File: config.mk
export PLATFORM = sky130hd
export DESIGN_NAME = masku_top
export DESIGN_NICKNAME = d
export VERILOG_FILES = /design/src/source/masku_pkg.sv /design/src/source/masku_ctrl.sv /design/src/source/masku_alu.sv /design/src/source/masku_result_queue.sv /design/src/source/masku_scalar_acc.sv /design/src/source/masku_top.sv
export VERILOG_INCLUDE_DIRS = /design/src /design/src/source
export SDC_FILE = /design/constraint.sdc
export NUM_CORES = 2
export LEC_CHECK = 0
export ABC_CLOCK_PERIOD_IN_PS = 18330
export BUFFER_PORTS_ARGS = -buffer_cell sky130_fd_sc_hd__buf_2
export CAP_MARGIN = 30
export CORE_AREA = 2 2 445 447
export CTS_BUF_LIST = sky130_fd_sc_hd__clkbuf_8
export DETAILED_ROUTE_END_ITERATION = 10
export DIE_AREA = 0 0 447 449
export PLACE_DENSITY = 0.44
export SLEW_MARGIN = 10
export SYNTH_ARGS = -nofsm -noshare
export SYNTH_HDL_FRONTEND = slang
export SYNTH_SLANG_ARGS = --single-unit
File: constraint.sdc
create_clock -name clk_i -period 18.33 [get_ports clk_i]
set_input_delay 0.9165 -clock clk_i [delete_from_list [all_inputs] [get_ports clk_i]]
set_output_delay 0.9165 -clock clk_i [all_outputs]
set_load 0.02 [all_outputs]
File: src/source/masku_params.svh
// Mask unit sizing constants, included by the mask unit package only

`ifndef MASKU_PARAMS_SVH
`define MASKU_PARAMS_SVH

// Number of lanes in the vector processor
`define MASKU_NR_LANES 4

// Lane word width in bits
`define MASKU_ELEN 64

// Vector length and bit count width
`define MASKU_VL_WIDTH 16

// Register file word address width
`define MASKU_ADDR_WIDTH 8

// Instruction id width and scalar result width
`define MASKU_ID_WIDTH 3
`define MASKU_XLEN 64

// Write-back queue depth
`define MASKU_RQ_DEPTH 2

`endif

File: src/source/masku_pkg.sv
// Shared types and enums of the mask unit, referenced by scoped name from RTL and testbench

`include "masku_params.svh"

package masku_pkg;

  // Sizes taken from the parameter header
  localparam int unsigned NR_LANES   = `MASKU_NR_LANES;
  localparam int unsigned ELEN       = `MASKU_ELEN;
  localparam int unsigned VL_WIDTH   = `MASKU_VL_WIDTH;
  localparam int unsigned ADDR_WIDTH = `MASKU_ADDR_WIDTH;
  localparam int unsigned ID_WIDTH   = `MASKU_ID_WIDTH;
  localparam int unsigned XLEN       = `MASKU_XLEN;
  localparam int unsigned RQ_DEPTH   = `MASKU_RQ_DEPTH;
  // One beat holds a word from every lane
  localparam int unsigned BEAT_BITS  = NR_LANES * ELEN;

  typedef logic [ELEN-1:0]              lane_word_t;
  typedef lane_word_t [NR_LANES-1:0]    lane_words_t;
  typedef logic [NR_LANES-1:0]          lane_bits_t;
  typedef logic [VL_WIDTH-1:0]          vl_t;
  typedef logic [ADDR_WIDTH-1:0]        vaddr_t;
  typedef logic [ID_WIDTH-1:0]          vid_t;
  typedef logic [XLEN-1:0]              xlen_t;
  // Enough bits to hold a count of BEAT_BITS
  typedef logic [$clog2(BEAT_BITS):0]   beat_cnt_t;

  typedef enum logic {
    MASKU_OP_LOGIC,
    MASKU_OP_CPOP
  } masku_op_e;

  typedef enum logic [1:0] {
    CTRL_IDLE,
    CTRL_ISSUE,
    CTRL_COMMIT
  } ctrl_state_e;

endpackage

File: src/source/masku_ctrl.sv
// Mask unit control FSM that accepts one instruction, counts operand beats and sequences commit
`timescale 1ns/1ps

module masku_ctrl (
  input  logic                  clk_i,
  input  logic                  rst_ni,
  // Sequencer request
  input  logic                  req_valid_i,
  input  masku_pkg::masku_op_e  req_op_i,
  input  masku_pkg::vl_t        req_vl_i,
  input  logic                  req_vm_i,
  input  masku_pkg::vaddr_t     req_vd_i,
  input  masku_pkg::vid_t       req_id_i,
  output logic                  req_ready_o,
  // Operand beat handshake
  input  logic                  operand_valid_i,
  output logic                  operand_ready_o,
  // Datapath control
  output masku_pkg::vl_t        vl_rem_o,
  output logic                  vm_o,
  input  logic                  rq_full_i,
  input  logic                  rq_empty_i,
  output logic                  rq_push_o,
  output masku_pkg::vaddr_t     push_addr_o,
  output masku_pkg::vid_t       push_id_o,
  output logic                  acc_add_o,
  output logic                  acc_last_o,
  input  logic                  scalar_taken_i,
  // Completion
  output logic                  done_o,
  output masku_pkg::vid_t       done_id_o
);

  masku_pkg::ctrl_state_e state_q, state_d;
  masku_pkg::masku_op_e   op_q;
  logic                   vm_q;
  masku_pkg::vaddr_t      vd_q;
  masku_pkg::vid_t        id_q;
  masku_pkg::vaddr_t      beat_idx_q;
  masku_pkg::vl_t         vl_rem_q;
  logic                   done_q;

  logic req_fire;
  logic beat_fire;
  logic last_beat;
  logic commit_end;

  //////////////////////////////////////////////////
  // Handshakes

  // Only one instruction in flight
  assign req_ready_o = (state_q == masku_pkg::CTRL_IDLE);
  assign req_fire    = req_valid_i && req_ready_o;

  // CPOP beats never wait on the write-back queue
  assign operand_ready_o = (state_q == masku_pkg::CTRL_ISSUE) && operand_valid_i &&
                           ((op_q == masku_pkg::MASKU_OP_CPOP) || !rq_full_i);
  assign beat_fire       = operand_valid_i && operand_ready_o;

  // A remainder of one beat or less (zero included) ends the issue phase
  assign last_beat = (vl_rem_q <= masku_pkg::vl_t'(masku_pkg::BEAT_BITS));

  // Steer the beat to the queue or the accumulator
  assign rq_push_o   = beat_fire && (op_q == masku_pkg::MASKU_OP_LOGIC);
  assign push_addr_o = vd_q + beat_idx_q;
  assign push_id_o   = id_q;
  assign acc_add_o   = beat_fire && (op_q == masku_pkg::MASKU_OP_CPOP);
  assign acc_last_o  = acc_add_o && last_beat;

  // Write-back drained or scalar taken by the dispatcher
  assign commit_end = (state_q == masku_pkg::CTRL_COMMIT) &&
                      ((op_q == masku_pkg::MASKU_OP_LOGIC) ? rq_empty_i : scalar_taken_i);

  assign vl_rem_o  = vl_rem_q;
  assign vm_o      = vm_q;
  assign done_o    = done_q;
  // Id stays latched until the next acceptance
  assign done_id_o = id_q;

  //////////////////////////////////////////////////
  // State machine

  always_comb begin
    state_d = state_q;
    case (state_q)
      masku_pkg::CTRL_IDLE:   if (req_fire) state_d = masku_pkg::CTRL_ISSUE;
      masku_pkg::CTRL_ISSUE:  if (beat_fire && last_beat) state_d = masku_pkg::CTRL_COMMIT;
      masku_pkg::CTRL_COMMIT: if (commit_end) state_d = masku_pkg::CTRL_IDLE;
      default:                state_d = masku_pkg::CTRL_IDLE;
    endcase
  end

  always_ff @(posedge clk_i or negedge rst_ni) begin
    if (!rst_ni) begin
      state_q    <= masku_pkg::CTRL_IDLE;
      op_q       <= masku_pkg::MASKU_OP_LOGIC;
      vm_q       <= 1'b0;
      vd_q       <= '0;
      id_q       <= '0;
      beat_idx_q <= '0;
      vl_rem_q   <= '0;
      done_q     <= 1'b0;
    end else begin
      state_q <= state_d;
      done_q  <= commit_end;
      // Latch the instruction
      if (req_fire) begin
        op_q       <= req_op_i;
        vm_q       <= req_vm_i;
        vd_q       <= req_vd_i;
        id_q       <= req_id_i;
        beat_idx_q <= '0;
        vl_rem_q   <= req_vl_i;
      end
      // Remainder saturates at zero on the last beat
      if (beat_fire) begin
        beat_idx_q <= beat_idx_q + 1'b1;
        vl_rem_q   <= last_beat ? '0 : vl_rem_q - masku_pkg::vl_t'(masku_pkg::BEAT_BITS);
      end
    end
  end

  //////////////////////////////////////////////////
  // Assertions

  // An idle unit has drained its write-back queue
  a_ready_drained : assert property (@(posedge clk_i) disable iff (!rst_ni)
    req_ready_o |-> rq_empty_i);

endmodule

File: src/source/masku_alu.sv
// Mask unit combinational datapath, vl bit enable, tail merge and masked popcount of one beat
`timescale 1ns/1ps

module masku_alu (
  input  masku_pkg::vl_t          vl_rem_i,
  input  logic                    vm_i,
  input  masku_pkg::lane_words_t  operand_a_i,
  input  masku_pkg::lane_words_t  operand_b_i,
  input  masku_pkg::lane_words_t  operand_m_i,
  output masku_pkg::lane_words_t  merged_o,
  output masku_pkg::beat_cnt_t    beat_cnt_o
);

  // Flat lane-major views, lane 0 in the low bits
  logic [masku_pkg::BEAT_BITS-1:0] a_flat;
  logic [masku_pkg::BEAT_BITS-1:0] b_flat;
  logic [masku_pkg::BEAT_BITS-1:0] m_flat;

  // Bits of this beat that are below vl
  logic [masku_pkg::BEAT_BITS-1:0] bit_en;
  // Enable further filtered by the mask operand
  logic [masku_pkg::BEAT_BITS-1:0] cnt_en;
  logic [masku_pkg::BEAT_BITS-1:0] merged_flat;
  logic [masku_pkg::BEAT_BITS-1:0] cnt_bits;

  assign a_flat = operand_a_i;
  assign b_flat = operand_b_i;
  assign m_flat = operand_m_i;

  //////////////////////////////////////////////////
  // Bit enable

  // Every bit set once vl_rem reaches a full beat
  always_comb begin
    for (int unsigned i = 0; i < masku_pkg::BEAT_BITS; i++) begin
      bit_en[i] = (masku_pkg::vl_t'(i) < vl_rem_i);
    end
  end

  // Unmasked when vm is set
  assign cnt_en = vm_i ? bit_en : (bit_en & m_flat);

  //////////////////////////////////////////////////
  // Tail merge

  // Body from a, tail keeps the old destination b
  assign merged_flat = (a_flat & bit_en) | (b_flat & ~bit_en);
  assign merged_o    = merged_flat;

  //////////////////////////////////////////////////
  // Population count

  assign cnt_bits = b_flat & cnt_en;

  always_comb begin
    masku_pkg::beat_cnt_t sum;
    sum = '0;
    // Plain adder chain over the beat
    for (int unsigned i = 0; i < masku_pkg::BEAT_BITS; i++) begin
      sum = sum + masku_pkg::beat_cnt_t'(cnt_bits[i]);
    end
    beat_cnt_o = sum;
  end

endmodule

File: src/source/masku_result_queue.sv
// Per-lane write-back queue, lanes are granted independently and the head pops once all are done
`timescale 1ns/1ps

module masku_result_queue (
  input  logic                    clk_i,
  input  logic                    rst_ni,
  // Push side from the control
  input  logic                    push_i,
  input  masku_pkg::lane_words_t  push_data_i,
  input  masku_pkg::vaddr_t       push_addr_i,
  input  masku_pkg::vid_t         push_id_i,
  output logic                    full_o,
  output logic                    empty_o,
  // Write-back to the lanes
  output masku_pkg::lane_bits_t   result_req_o,
  output masku_pkg::vaddr_t       result_addr_o,
  output masku_pkg::vid_t         result_id_o,
  output masku_pkg::lane_words_t  result_wdata_o,
  input  masku_pkg::lane_bits_t   result_gnt_i
);

  localparam int unsigned DEPTH = masku_pkg::RQ_DEPTH;
  localparam int unsigned PTR_W = (DEPTH > 1) ? $clog2(DEPTH) : 1;
  localparam int unsigned CNT_W = $clog2(DEPTH + 1);

  typedef logic [PTR_W-1:0] ptr_t;

  // Entry payload
  masku_pkg::lane_words_t data_q [DEPTH];
  masku_pkg::vaddr_t      addr_q [DEPTH];
  masku_pkg::vid_t        id_q   [DEPTH];
  // Lanes still waiting for a grant, per entry
  masku_pkg::lane_bits_t  pend_q [DEPTH];

  ptr_t             rd_ptr_q, wr_ptr_q;
  logic [CNT_W-1:0] count_q;
  logic             pop;

  function automatic ptr_t ptr_inc(ptr_t ptr);
    ptr_inc = (ptr == ptr_t'(DEPTH - 1)) ? '0 : ptr + 1'b1;
  endfunction

  assign full_o  = (count_q == CNT_W'(DEPTH));
  assign empty_o = (count_q == '0);

  // Head entry, driven from registers only
  assign result_req_o   = empty_o ? '0 : pend_q[rd_ptr_q];
  assign result_addr_o  = addr_q[rd_ptr_q];
  assign result_id_o    = id_q[rd_ptr_q];
  assign result_wdata_o = data_q[rd_ptr_q];

  // Last grant cleared the vector on the previous edge
  assign pop = !empty_o && (pend_q[rd_ptr_q] == '0);

  //////////////////////////////////////////////////
  // Pointers, count and pending lanes

  always_ff @(posedge clk_i or negedge rst_ni) begin
    if (!rst_ni) begin
      rd_ptr_q <= '0;
      wr_ptr_q <= '0;
      count_q  <= '0;
      for (int unsigned e = 0; e < DEPTH; e++) begin
        pend_q[e] <= '0;
      end
    end else begin
      // Granted lanes drop their request
      for (int unsigned l = 0; l < masku_pkg::NR_LANES; l++) begin
        if (result_req_o[l] && result_gnt_i[l]) begin
          pend_q[rd_ptr_q][l] <= 1'b0;
        end
      end
      if (push_i) begin
        pend_q[wr_ptr_q] <= '1;
        wr_ptr_q         <= ptr_inc(wr_ptr_q);
      end
      if (pop) begin
        rd_ptr_q <= ptr_inc(rd_ptr_q);
      end
      case ({push_i, pop})
        2'b10:   count_q <= count_q + 1'b1;
        2'b01:   count_q <= count_q - 1'b1;
        default: count_q <= count_q;
      endcase
    end
  end

  // Payload storage
  always_ff @(posedge clk_i) begin
    if (push_i) begin
      data_q[wr_ptr_q] <= push_data_i;
      addr_q[wr_ptr_q] <= push_addr_i;
      id_q[wr_ptr_q]   <= push_id_i;
    end
  end

  // Control must hold beats back while the queue is full
  a_no_push_full : assert property (@(posedge clk_i) disable iff (!rst_ni)
    push_i |-> !full_o);

endmodule

File: src/source/masku_scalar_acc.sv
// Popcount accumulator with the scalar result register handed to the dispatcher
`timescale 1ns/1ps

module masku_scalar_acc (
  input  logic                  clk_i,
  input  logic                  rst_ni,
  input  logic                  add_i,
  input  logic                  last_i,
  input  masku_pkg::beat_cnt_t  beat_cnt_i,
  // Dispatcher handshake
  input  logic                  scalar_ready_i,
  output masku_pkg::xlen_t      scalar_o,
  output logic                  scalar_valid_o,
  output logic                  scalar_taken_o
);

  masku_pkg::xlen_t acc_q;
  logic             valid_q;

  assign scalar_o       = acc_q;
  assign scalar_valid_o = valid_q;
  assign scalar_taken_o = valid_q && scalar_ready_i;

  always_ff @(posedge clk_i or negedge rst_ni) begin
    if (!rst_ni) begin
      acc_q   <= '0;
      valid_q <= 1'b0;
    end else if (scalar_taken_o) begin
      // Clear for the next CPOP
      acc_q   <= '0;
      valid_q <= 1'b0;
    end else if (add_i) begin
      acc_q   <= acc_q + masku_pkg::xlen_t'(beat_cnt_i);
      valid_q <= last_i;
    end
  end

  a_no_add_valid : assert property (@(posedge clk_i) disable iff (!rst_ni)
    add_i |-> !scalar_valid_o);

  // Result held stable under back-pressure
  a_hold_stable : assert property (@(posedge clk_i) disable iff (!rst_ni)
    (scalar_valid_o && !scalar_ready_i) |=> (scalar_valid_o && $stable(scalar_o)));

endmodule

File: src/source/masku_top.sv
// Mask unit top level, ties the control FSM to the ALU, write-back queue and scalar accumulator
`timescale 1ns/1ps

module masku_top (
  input  logic                    clk_i,
  input  logic                    rst_ni,
  // Sequencer
  input  logic                    req_valid_i,
  input  masku_pkg::masku_op_e    req_op_i,
  input  masku_pkg::vl_t          req_vl_i,
  input  logic                    req_vm_i,
  input  masku_pkg::vaddr_t       req_vd_i,
  input  masku_pkg::vid_t         req_id_i,
  output logic                    req_ready_o,
  // Lane operands
  input  masku_pkg::lane_words_t  operand_a_i,
  input  masku_pkg::lane_words_t  operand_b_i,
  input  masku_pkg::lane_words_t  operand_m_i,
  input  logic                    operand_valid_i,
  output logic                    operand_ready_o,
  // Write-back
  output masku_pkg::lane_bits_t   result_req_o,
  output masku_pkg::vaddr_t       result_addr_o,
  output masku_pkg::vid_t         result_id_o,
  output masku_pkg::lane_words_t  result_wdata_o,
  input  masku_pkg::lane_bits_t   result_gnt_i,
  // Dispatcher
  output masku_pkg::xlen_t        scalar_o,
  output logic                    scalar_valid_o,
  input  logic                    scalar_ready_i,
  // Completion
  output logic                    done_o,
  output masku_pkg::vid_t         done_id_o
);

  masku_pkg::vl_t         vl_rem;
  logic                   vm;
  logic                   rq_push, rq_full, rq_empty;
  masku_pkg::vaddr_t      push_addr;
  masku_pkg::vid_t        push_id;
  logic                   acc_add, acc_last, scalar_taken;
  masku_pkg::lane_words_t merged;
  masku_pkg::beat_cnt_t   beat_cnt;

  masku_ctrl i_ctrl (
    .clk_i, .rst_ni,
    .req_valid_i, .req_op_i, .req_vl_i, .req_vm_i, .req_vd_i, .req_id_i, .req_ready_o,
    .operand_valid_i, .operand_ready_o,
    .vl_rem_o       (vl_rem),
    .vm_o           (vm),
    .rq_full_i      (rq_full),
    .rq_empty_i     (rq_empty),
    .rq_push_o      (rq_push),
    .push_addr_o    (push_addr),
    .push_id_o      (push_id),
    .acc_add_o      (acc_add),
    .acc_last_o     (acc_last),
    .scalar_taken_i (scalar_taken),
    .done_o, .done_id_o
  );

  masku_alu i_alu (
    .vl_rem_i   (vl_rem),
    .vm_i       (vm),
    .operand_a_i, .operand_b_i, .operand_m_i,
    .merged_o   (merged),
    .beat_cnt_o (beat_cnt)
  );

  masku_result_queue i_result_queue (
    .clk_i, .rst_ni,
    .push_i      (rq_push),
    .push_data_i (merged),
    .push_addr_i (push_addr),
    .push_id_i   (push_id),
    .full_o      (rq_full),
    .empty_o     (rq_empty),
    .result_req_o, .result_addr_o, .result_id_o, .result_wdata_o, .result_gnt_i
  );

  masku_scalar_acc i_scalar_acc (
    .clk_i, .rst_ni,
    .add_i          (acc_add),
    .last_i         (acc_last),
    .beat_cnt_i     (beat_cnt),
    .scalar_ready_i, .scalar_o, .scalar_valid_o,
    .scalar_taken_o (scalar_taken)
  );

endmodule

### After elaboration in Yosys (flattened, before gate mapping)

Memory sizes are Yosys's and may differ from the RTL's.
Cells that the tools add are included.
W data, S select, Z words.

| word-level totals | value |
|---|---|
| bits in writable memories | 534 |
| word-level logic and storage cells | 634 |
| bits of input ports | 806 |
| output and inout port bits | 342 |
| register bits | 117 |
| memories kept | 3 |

Memories:

| memory | depth | bits a word | read ports | clocked after memory_dff | wr ports | RTL line | text |
|---|---|---|---|---|---|---|---|
| i_result_queue.data_q | 2 | 256 | 1 | 0 | 1 | masku_result_queue.sv:29 | `masku_pkg::lane_words_t data_q [DEPTH];` |
| i_result_queue.addr_q | 2 | 8 | 1 | 0 | 1 | masku_result_queue.sv:30 | `masku_pkg::vaddr_t addr_q [DEPTH];` |
| i_result_queue.id_q | 2 | 3 | 1 | 0 | 1 | masku_result_queue.sv:31 | `masku_pkg::vid_t id_q [DEPTH];` |

| cells by class | value |
|---|---|
| $lt $le $gt $ge | 261 |
| eq/ne operators | 8 |
| bitwise operators | 18 |
| reduce and logical (&&, ||, !) cells | 27 |
| multiplexer cells | 39 |
| $add $sub $neg | 263 |

Operators by type and width:

| cell | count |
|---|---|
| $add A9 B1 Y9 | 254 |
| $lt A8 B16 Y1 const A | 128 |
| $and A256 B256 Y256 | 4 |
| $lt A7 B16 Y1 const A | 64 |
| $lt A6 B16 Y1 const A | 32 |
| $lt A5 B16 Y1 const A | 16 |
| $mux W256 | 1 |
| $not A256 Y256 | 1 |
| $or A256 B256 Y256 | 1 |
| $lt A4 B16 Y1 const A | 8 |
| $mux W64 | 2 |
| $add A64 B9 Y64 | 1 |
| $lt A3 B16 Y1 const A | 4 |
| $mux W8 | 7 |
| $mux W16 | 3 |
| $and A8 B8 Y8 | 4 |
| $lt A1 B16 Y1 const A | 2 |
| $lt A2 B16 Y1 const A | 2 |
| $not A8 Y8 | 4 |
| $mux W4 | 6 |
| $demux W4 S1 | 5 |
| $logic_and A1 B1 Y1 | 17 |
| $le A16 B9 Y1 const B | 1 |
| $sub A16 B9 Y16 const B | 1 |
| other kinds (26) | 48 |

### Longest topological paths before layout

| depth | value |
|---|---|
| word-level depth | 262 |
| gate-level depth with buffers | 43 |

### Cells and area by module

From an unflattened synthesis, not the netlist that was laid out.

| second synthesis, totals | value |
|---|---|
| cell total of the unflattened synthesis | 3336 |
| area total of the unflattened synthesis | 41705.0 sq um |

By module, submodules not included:

| module | area an instance (sq um) | sequential area each (sq um) | cells each | times used |
|---|---|---|---|---|
| masku_result_queue | 21117.8 | 16335.7 | 893 | 1 |
| masku_alu | 14377.5 | 0.0 | 1767 | 1 |
| masku_scalar_acc | 3973.8 | 1626.6 | 433 | 1 |
| masku_ctrl | 2235.9 | 1001.0 | 243 | 1 |

### Least setup slack after synthesis

Ideal clock, no wire load.

| path | value |
|---|---|
| path type | in2reg |
| start | input operand_valid_i |
| end | memory i_result_queue.addr_q[0][0] (netlist name), enable pin |
| slack | 4.665 ns |
| setup time | 0.907 ns |
| cell stages on the path | 5 |
| arrival | 12.758 ns |
| cell sequence | nand3b_1 a21o_1 clkinv_1 nand2b_1 nor2_1 |

| between the ends | value |
|---|---|
| cells in the longest elaborated chain, start to end | 6 |

RTL lines:

| what | RTL line | text |
|---|---|---|
| start, declared | masku_top.sv:19 | `input logic operand_valid_i,` |
| $logic_and A1 B1 Y1 (2 in a row) | masku_ctrl.sv:56 | `assign operand_ready_o = (state_q == masku_pkg::CTRL_ISSUE) && operand_valid_i &&` |
| net operand_ready_o | masku_top.sv:20 | `output logic operand_ready_o,` |
| $logic_and A1 B1 Y1 | masku_ctrl.sv:58 | `assign beat_fire = operand_valid_i && operand_ready_o;` |
| $logic_and A1 B1 Y1 | masku_ctrl.sv:64 | `assign rq_push_o = beat_fire && (op_q == masku_pkg::MASKU_OP_LOGIC);` |
| $mux W1 | masku_result_queue.sv:90 | `if (push_i) begin` |
| $mux W1 (not written as such) | masku_result_queue.sv:92 | `addr_q[wr_ptr_q] <= push_addr_i;` |
| end, declared | masku_result_queue.sv:30 |  |

The timed path passes the listed nets, and every way through them passes these cells.

### Worst setup path in the final report

| path | value |
|---|---|
| start | register i_ctrl.vl_rem_q[15] (netlist: i_ctrl.vl_rem_o[15]) |
| end | register i_scalar_acc.acc_q[33] (netlist: i_scalar_acc.scalar_o[33]) |

| between the ends | value |
|---|---|
| cells in the longest elaborated chain, start to end | 262 |
| elaborated cells between the ends (all ways) | 517 |

RTL lines:

| what | RTL line | text |
|---|---|---|
| start, declared | masku_ctrl.sv:40 | `masku_pkg::vl_t vl_rem_q;` |
| start signal, assigned | masku_ctrl.sv:113 | `vl_rem_q <= req_vl_i;` |
| start signal, assigned | masku_ctrl.sv:118 | `vl_rem_q <= last_beat ? '0 : vl_rem_q - masku_pkg::vl_t'(masku_pkg::BEAT_BITS);` |
| $lt A1 B16 Y1 | masku_alu.sv:36 | `bit_en[i] = (masku_pkg::vl_t'(i) < vl_rem_i);` |
| $and A256 B256 Y256 | masku_alu.sv:41 | `assign cnt_en = vm_i ? bit_en : (bit_en & m_flat);` |
| $mux W256 * | masku_alu.sv:41 |  |
| $and A256 B256 Y256 * | masku_alu.sv:53 | `assign cnt_bits = b_flat & cnt_en;` |
| $add A1 B1 Y2 | masku_alu.sv:60 | `sum = sum + masku_pkg::beat_cnt_t'(cnt_bits[i]);` |
| $add A9 B1 Y9 (253 in a row) | masku_alu.sv:60 |  |
| $add A9 B1 Y9 * | masku_alu.sv:60 |  |
| $add A64 B9 Y64 * | masku_scalar_acc.sv:33 | `acc_q <= acc_q + masku_pkg::xlen_t'(beat_cnt_i);` |
| $mux W64 * | masku_scalar_acc.sv:32 | `end else if (add_i) begin` |
| $mux W64 * | masku_scalar_acc.sv:28 | `end else if (scalar_taken_o) begin` |
| end signal, assigned | masku_scalar_acc.sv:33 |  |
| end, declared | masku_scalar_acc.sv:17 | `masku_pkg::xlen_t acc_q;` |

Every way passes the cells marked *; elsewhere a longest branch is shown, timed or not. The select of a mux whose other input is x is not followed.
A chain may end at the register's enable or synchronous reset.

==> impl_metrics.yaml <==
floorplan:
  die_h_um: 449
  row_count: 163
  dieArea_um2: 200700
  core_region_area_um2: 196200
  io_pins: 1148
  initial_core_util_pct: 20.00
  die-width_um: 447
layout:
  nNetsFinal: 5531
  area_growth_pct: 31.40
  drive_gt1_share_pct: 43.88
sta:
  final_max_slew_viol_count: 0
  setup_viol: 0
  tightest_slew_ns: 1.200
  grt_setup_unrepaired: "false"
  fin_crit_sh_pct: 74.33
  totalNegativeSetupSlack_ns: 0
  fmax_ghz: 0.07340
  fin_worst_skew_ns: 0.05983
  finalHoldViolations: 0
  period_needed_ns: 13.62
  relSlewSlack_pct: 20.01
setup_path:
  crit_path_frequent_cell: "fa_1"
  crit_required_ns: 19.15
  crit_type: "reg2reg"
  critPathLaunchType: "flip-flop"
  rrSetupSlack_ns: 4.71
  critPathCaptureType: "flip-flop"
  cp_slowest_cell: "nor3_1"
  worst-path-max-fanout: 43
  cp_slowest_stage_delay_ns: 0.93
  cp.arrival_ns: 14.45
route:
  via_count: 33980
  wl_um: 263400
  vias_per_cell: 4.695
  firstDrtPassIters: 6
  drtIter0Drc: 3148
  wl_per_cell_um: 36.40
  drt_drc_violations_left: 0
  antenna_left: 0
hold_path:
  hold_class: "in2reg"
placed_design:
  hpwl_um: 218600
  gp_congestion: 0.9623
  portBuffers: 1147
run:
  cap_violations: 0
grt:
  grt_overflow: 0
  grt_max_degree: 118
  track_usage_pct: 25.46
  grt_pass1_vias: 33950
  grt_pass1_wl_um: 334100
  antenna_found_initial: 166
cts:
  cts_max_level: 4
  clock_sinks: 651
  cts-root-buf: "clkbuf_8"
  cts_buffers: 137
  cts_setup_buffers: 0
  cts_tree: "done"
  clk_pin_slew_worst_paths_ns: 0.06
  clock_path_buffers: 3
  clk_latency_ns: 0.92
yosys:
  synth_fp_nets: 4293
  synth_warnings: 0
  synth_edf_count: 534
  netlist_instances: 3181
  ys.flop_type: "edfxtp_1"
  synthArstFlopShare_pct: 17.97
  ys_ff_latch: 651
  ys_types: 70
  synth_area_per_cell_um2: 12.34
  synth-seq-area-share_pct: 48.33
  synth_area_um2: 39240
status:
  run_status: "finished clean"
[worst max-delay path: cells and delay by family, from the launching register on]
kind	cells	cell delay, ns
adder cells (fa/ha/maj)	14	7.00
AND/OR/NAND/NOR	7	2.89
AO/OA/AOI/OAI	10	2.25
buffers and inverters	4	0.87
flip-flops	1	0.41
[registers in the layout, summed over array words and instances, names as in the netlist, 2 cells and up]
name	cells
i_result_queue.id_q	6
i_ctrl.done_id_o	3
i_result_queue.pend_q	8
i_result_queue.addr_q	16
i_ctrl.beat_idx_q	8
i_ctrl.vd_q	8
i_result_queue.count_q	2
i_ctrl.state_q	2
i_result_queue.data_q	512
i_ctrl.vl_rem_o	16
i_scalar_acc.scalar_o	64
[what timing repair did]
action | 4_1_cts | 5_1_grt
hold buffers | 1 | 0
hold endpoints to repair | 53 | 0
resized for setup | 0 | 0
[metal layers]
metal	routed length [um]	global-route usage, %	vias up
li1	-	-	14200
met1	100400	29.65	17500
met2	126800	42.06	1756
met3	23770	8.408	478
met4	12060	11.89	50
met5	323	0	-
[cells in the final DEF, fill, tap and decap left out, drive strengths merged, types with 37 or more instances in the layout]
master / Yosys / routed
dfrtp: 117 / 117
mux2: 507 / 507
clkbuf: 120 / 142
inv: 258 / 318
ha: 62 / 62
a21oi: 154 / 154
o211ai: 146 / 146
fa: 244 / 244
buf: 24 / 1241
o21ai: 236 / 236
edfxtp: 534 / 534
diode: 0 / 76
nand2: 208 / 208
nor2: 189 / 189
nand3: 37 / 37
[kinds of logic (layout without fill, tap and decap cells)]
logic type / count (synthesis) / count (layout) / synth area share [%]
other: 0 / 76 / 0
xor gates and xnor gates: 45 / 45 / 1.004
AOI/OAI and AO/OA: 681 / 681 / 10.86
and+or+nand+nor: 581 / 581 / 6.760
adders and majority gates: 306 / 306 / 14.43
muxes: 513 / 513 / 14.70
DFF: 651 / 651 / 48.33
buffers and inverters: 404 / 1744 / 3.925
[cell usage after synthesis, drive strengths merged (19+ instances only)]
| cell type | n | area [um^2] |
|---|---|---|
| nor2 | 189 | 711.9 |
| xnor2 | 25 | 219.0 |
| nand2 | 208 | 785.8 |
| xor2 | 20 | 175.2 |
| nor3 | 21 | 115.1 |
| fa | 244 | 4885 |
| or3 | 29 | 181.4 |
| a21o | 21 | 157.7 |
| o211a | 19 | 190.2 |
| edfxtp | 534 | 16040 |
| mux2 | 507 | 5709 |
| a21oi | 154 | 774.5 |
| inv | 258 | 968.4 |
| o21ai | 236 | 1181 |
| buf | 24 | 113.9 |
| o211ai | 146 | 1096 |
| clkbuf | 120 | 450.4 |
| nand3 | 37 | 190.2 |
| dfrtp | 117 | 2928 |
| ha | 62 | 775.7 |
[through the flow]
step | utilization, % | hold slack (ns) | cells | cell area, um^2 | setup WS [ns]
2_1_floorplan | - | 0.4497 | 3181 | 39240 | 4.665
3_5_place_dp | 24.81 | 0.4737 | 6916 | 48670 | 4.730
5_1_grt | 26.24 | 0.1468 | 7203 | 51480 | 4.187
3_3_place_gp | 24.73 | 0.4658 | 6903 | 48520 | 4.270
4_1_cts | 26.15 | 0.07270 | 7158 | 51310 | 4.701
6_report | 26.28 | 0.2057 | 7237 | 51560 | 4.705
[final timing paths]
kind,startpoint,to,cells after the start
max,i_ctrl.vl_rem_o[15],i_scalar_acc.scalar_o[33],35
min,req_id_i[1],i_ctrl.done_id_o[1],3
max reg2reg,i_ctrl.vl_rem_o[15],i_scalar_acc.scalar_o[33],35
min reg2reg,i_ctrl.done_id_o[2],i_result_queue.id_q[1][2],0
max in group asynchronous,rst_ni,i_ctrl.vd_q[4],4
min in group asynchronous,rst_ni,i_scalar_acc.scalar_o[16],2
[area by class of cell]
class                           count  area [um^2]
Antenna cell                       76        190.2
Clock buffer                      141         1941
Clock inverter                    100        690.7
Fill cell                       21080       144600
Inverter                          260        975.9
Multi-Input combinational cell   2126        18880
Sequential cell                   651        18980
Tap cell                         2640         3303
Timing Repair Buffer             1243         6600
Power is not shown: default switching activity piles up to over one toggle a cycle in this logic, so the estimate is an artifact.
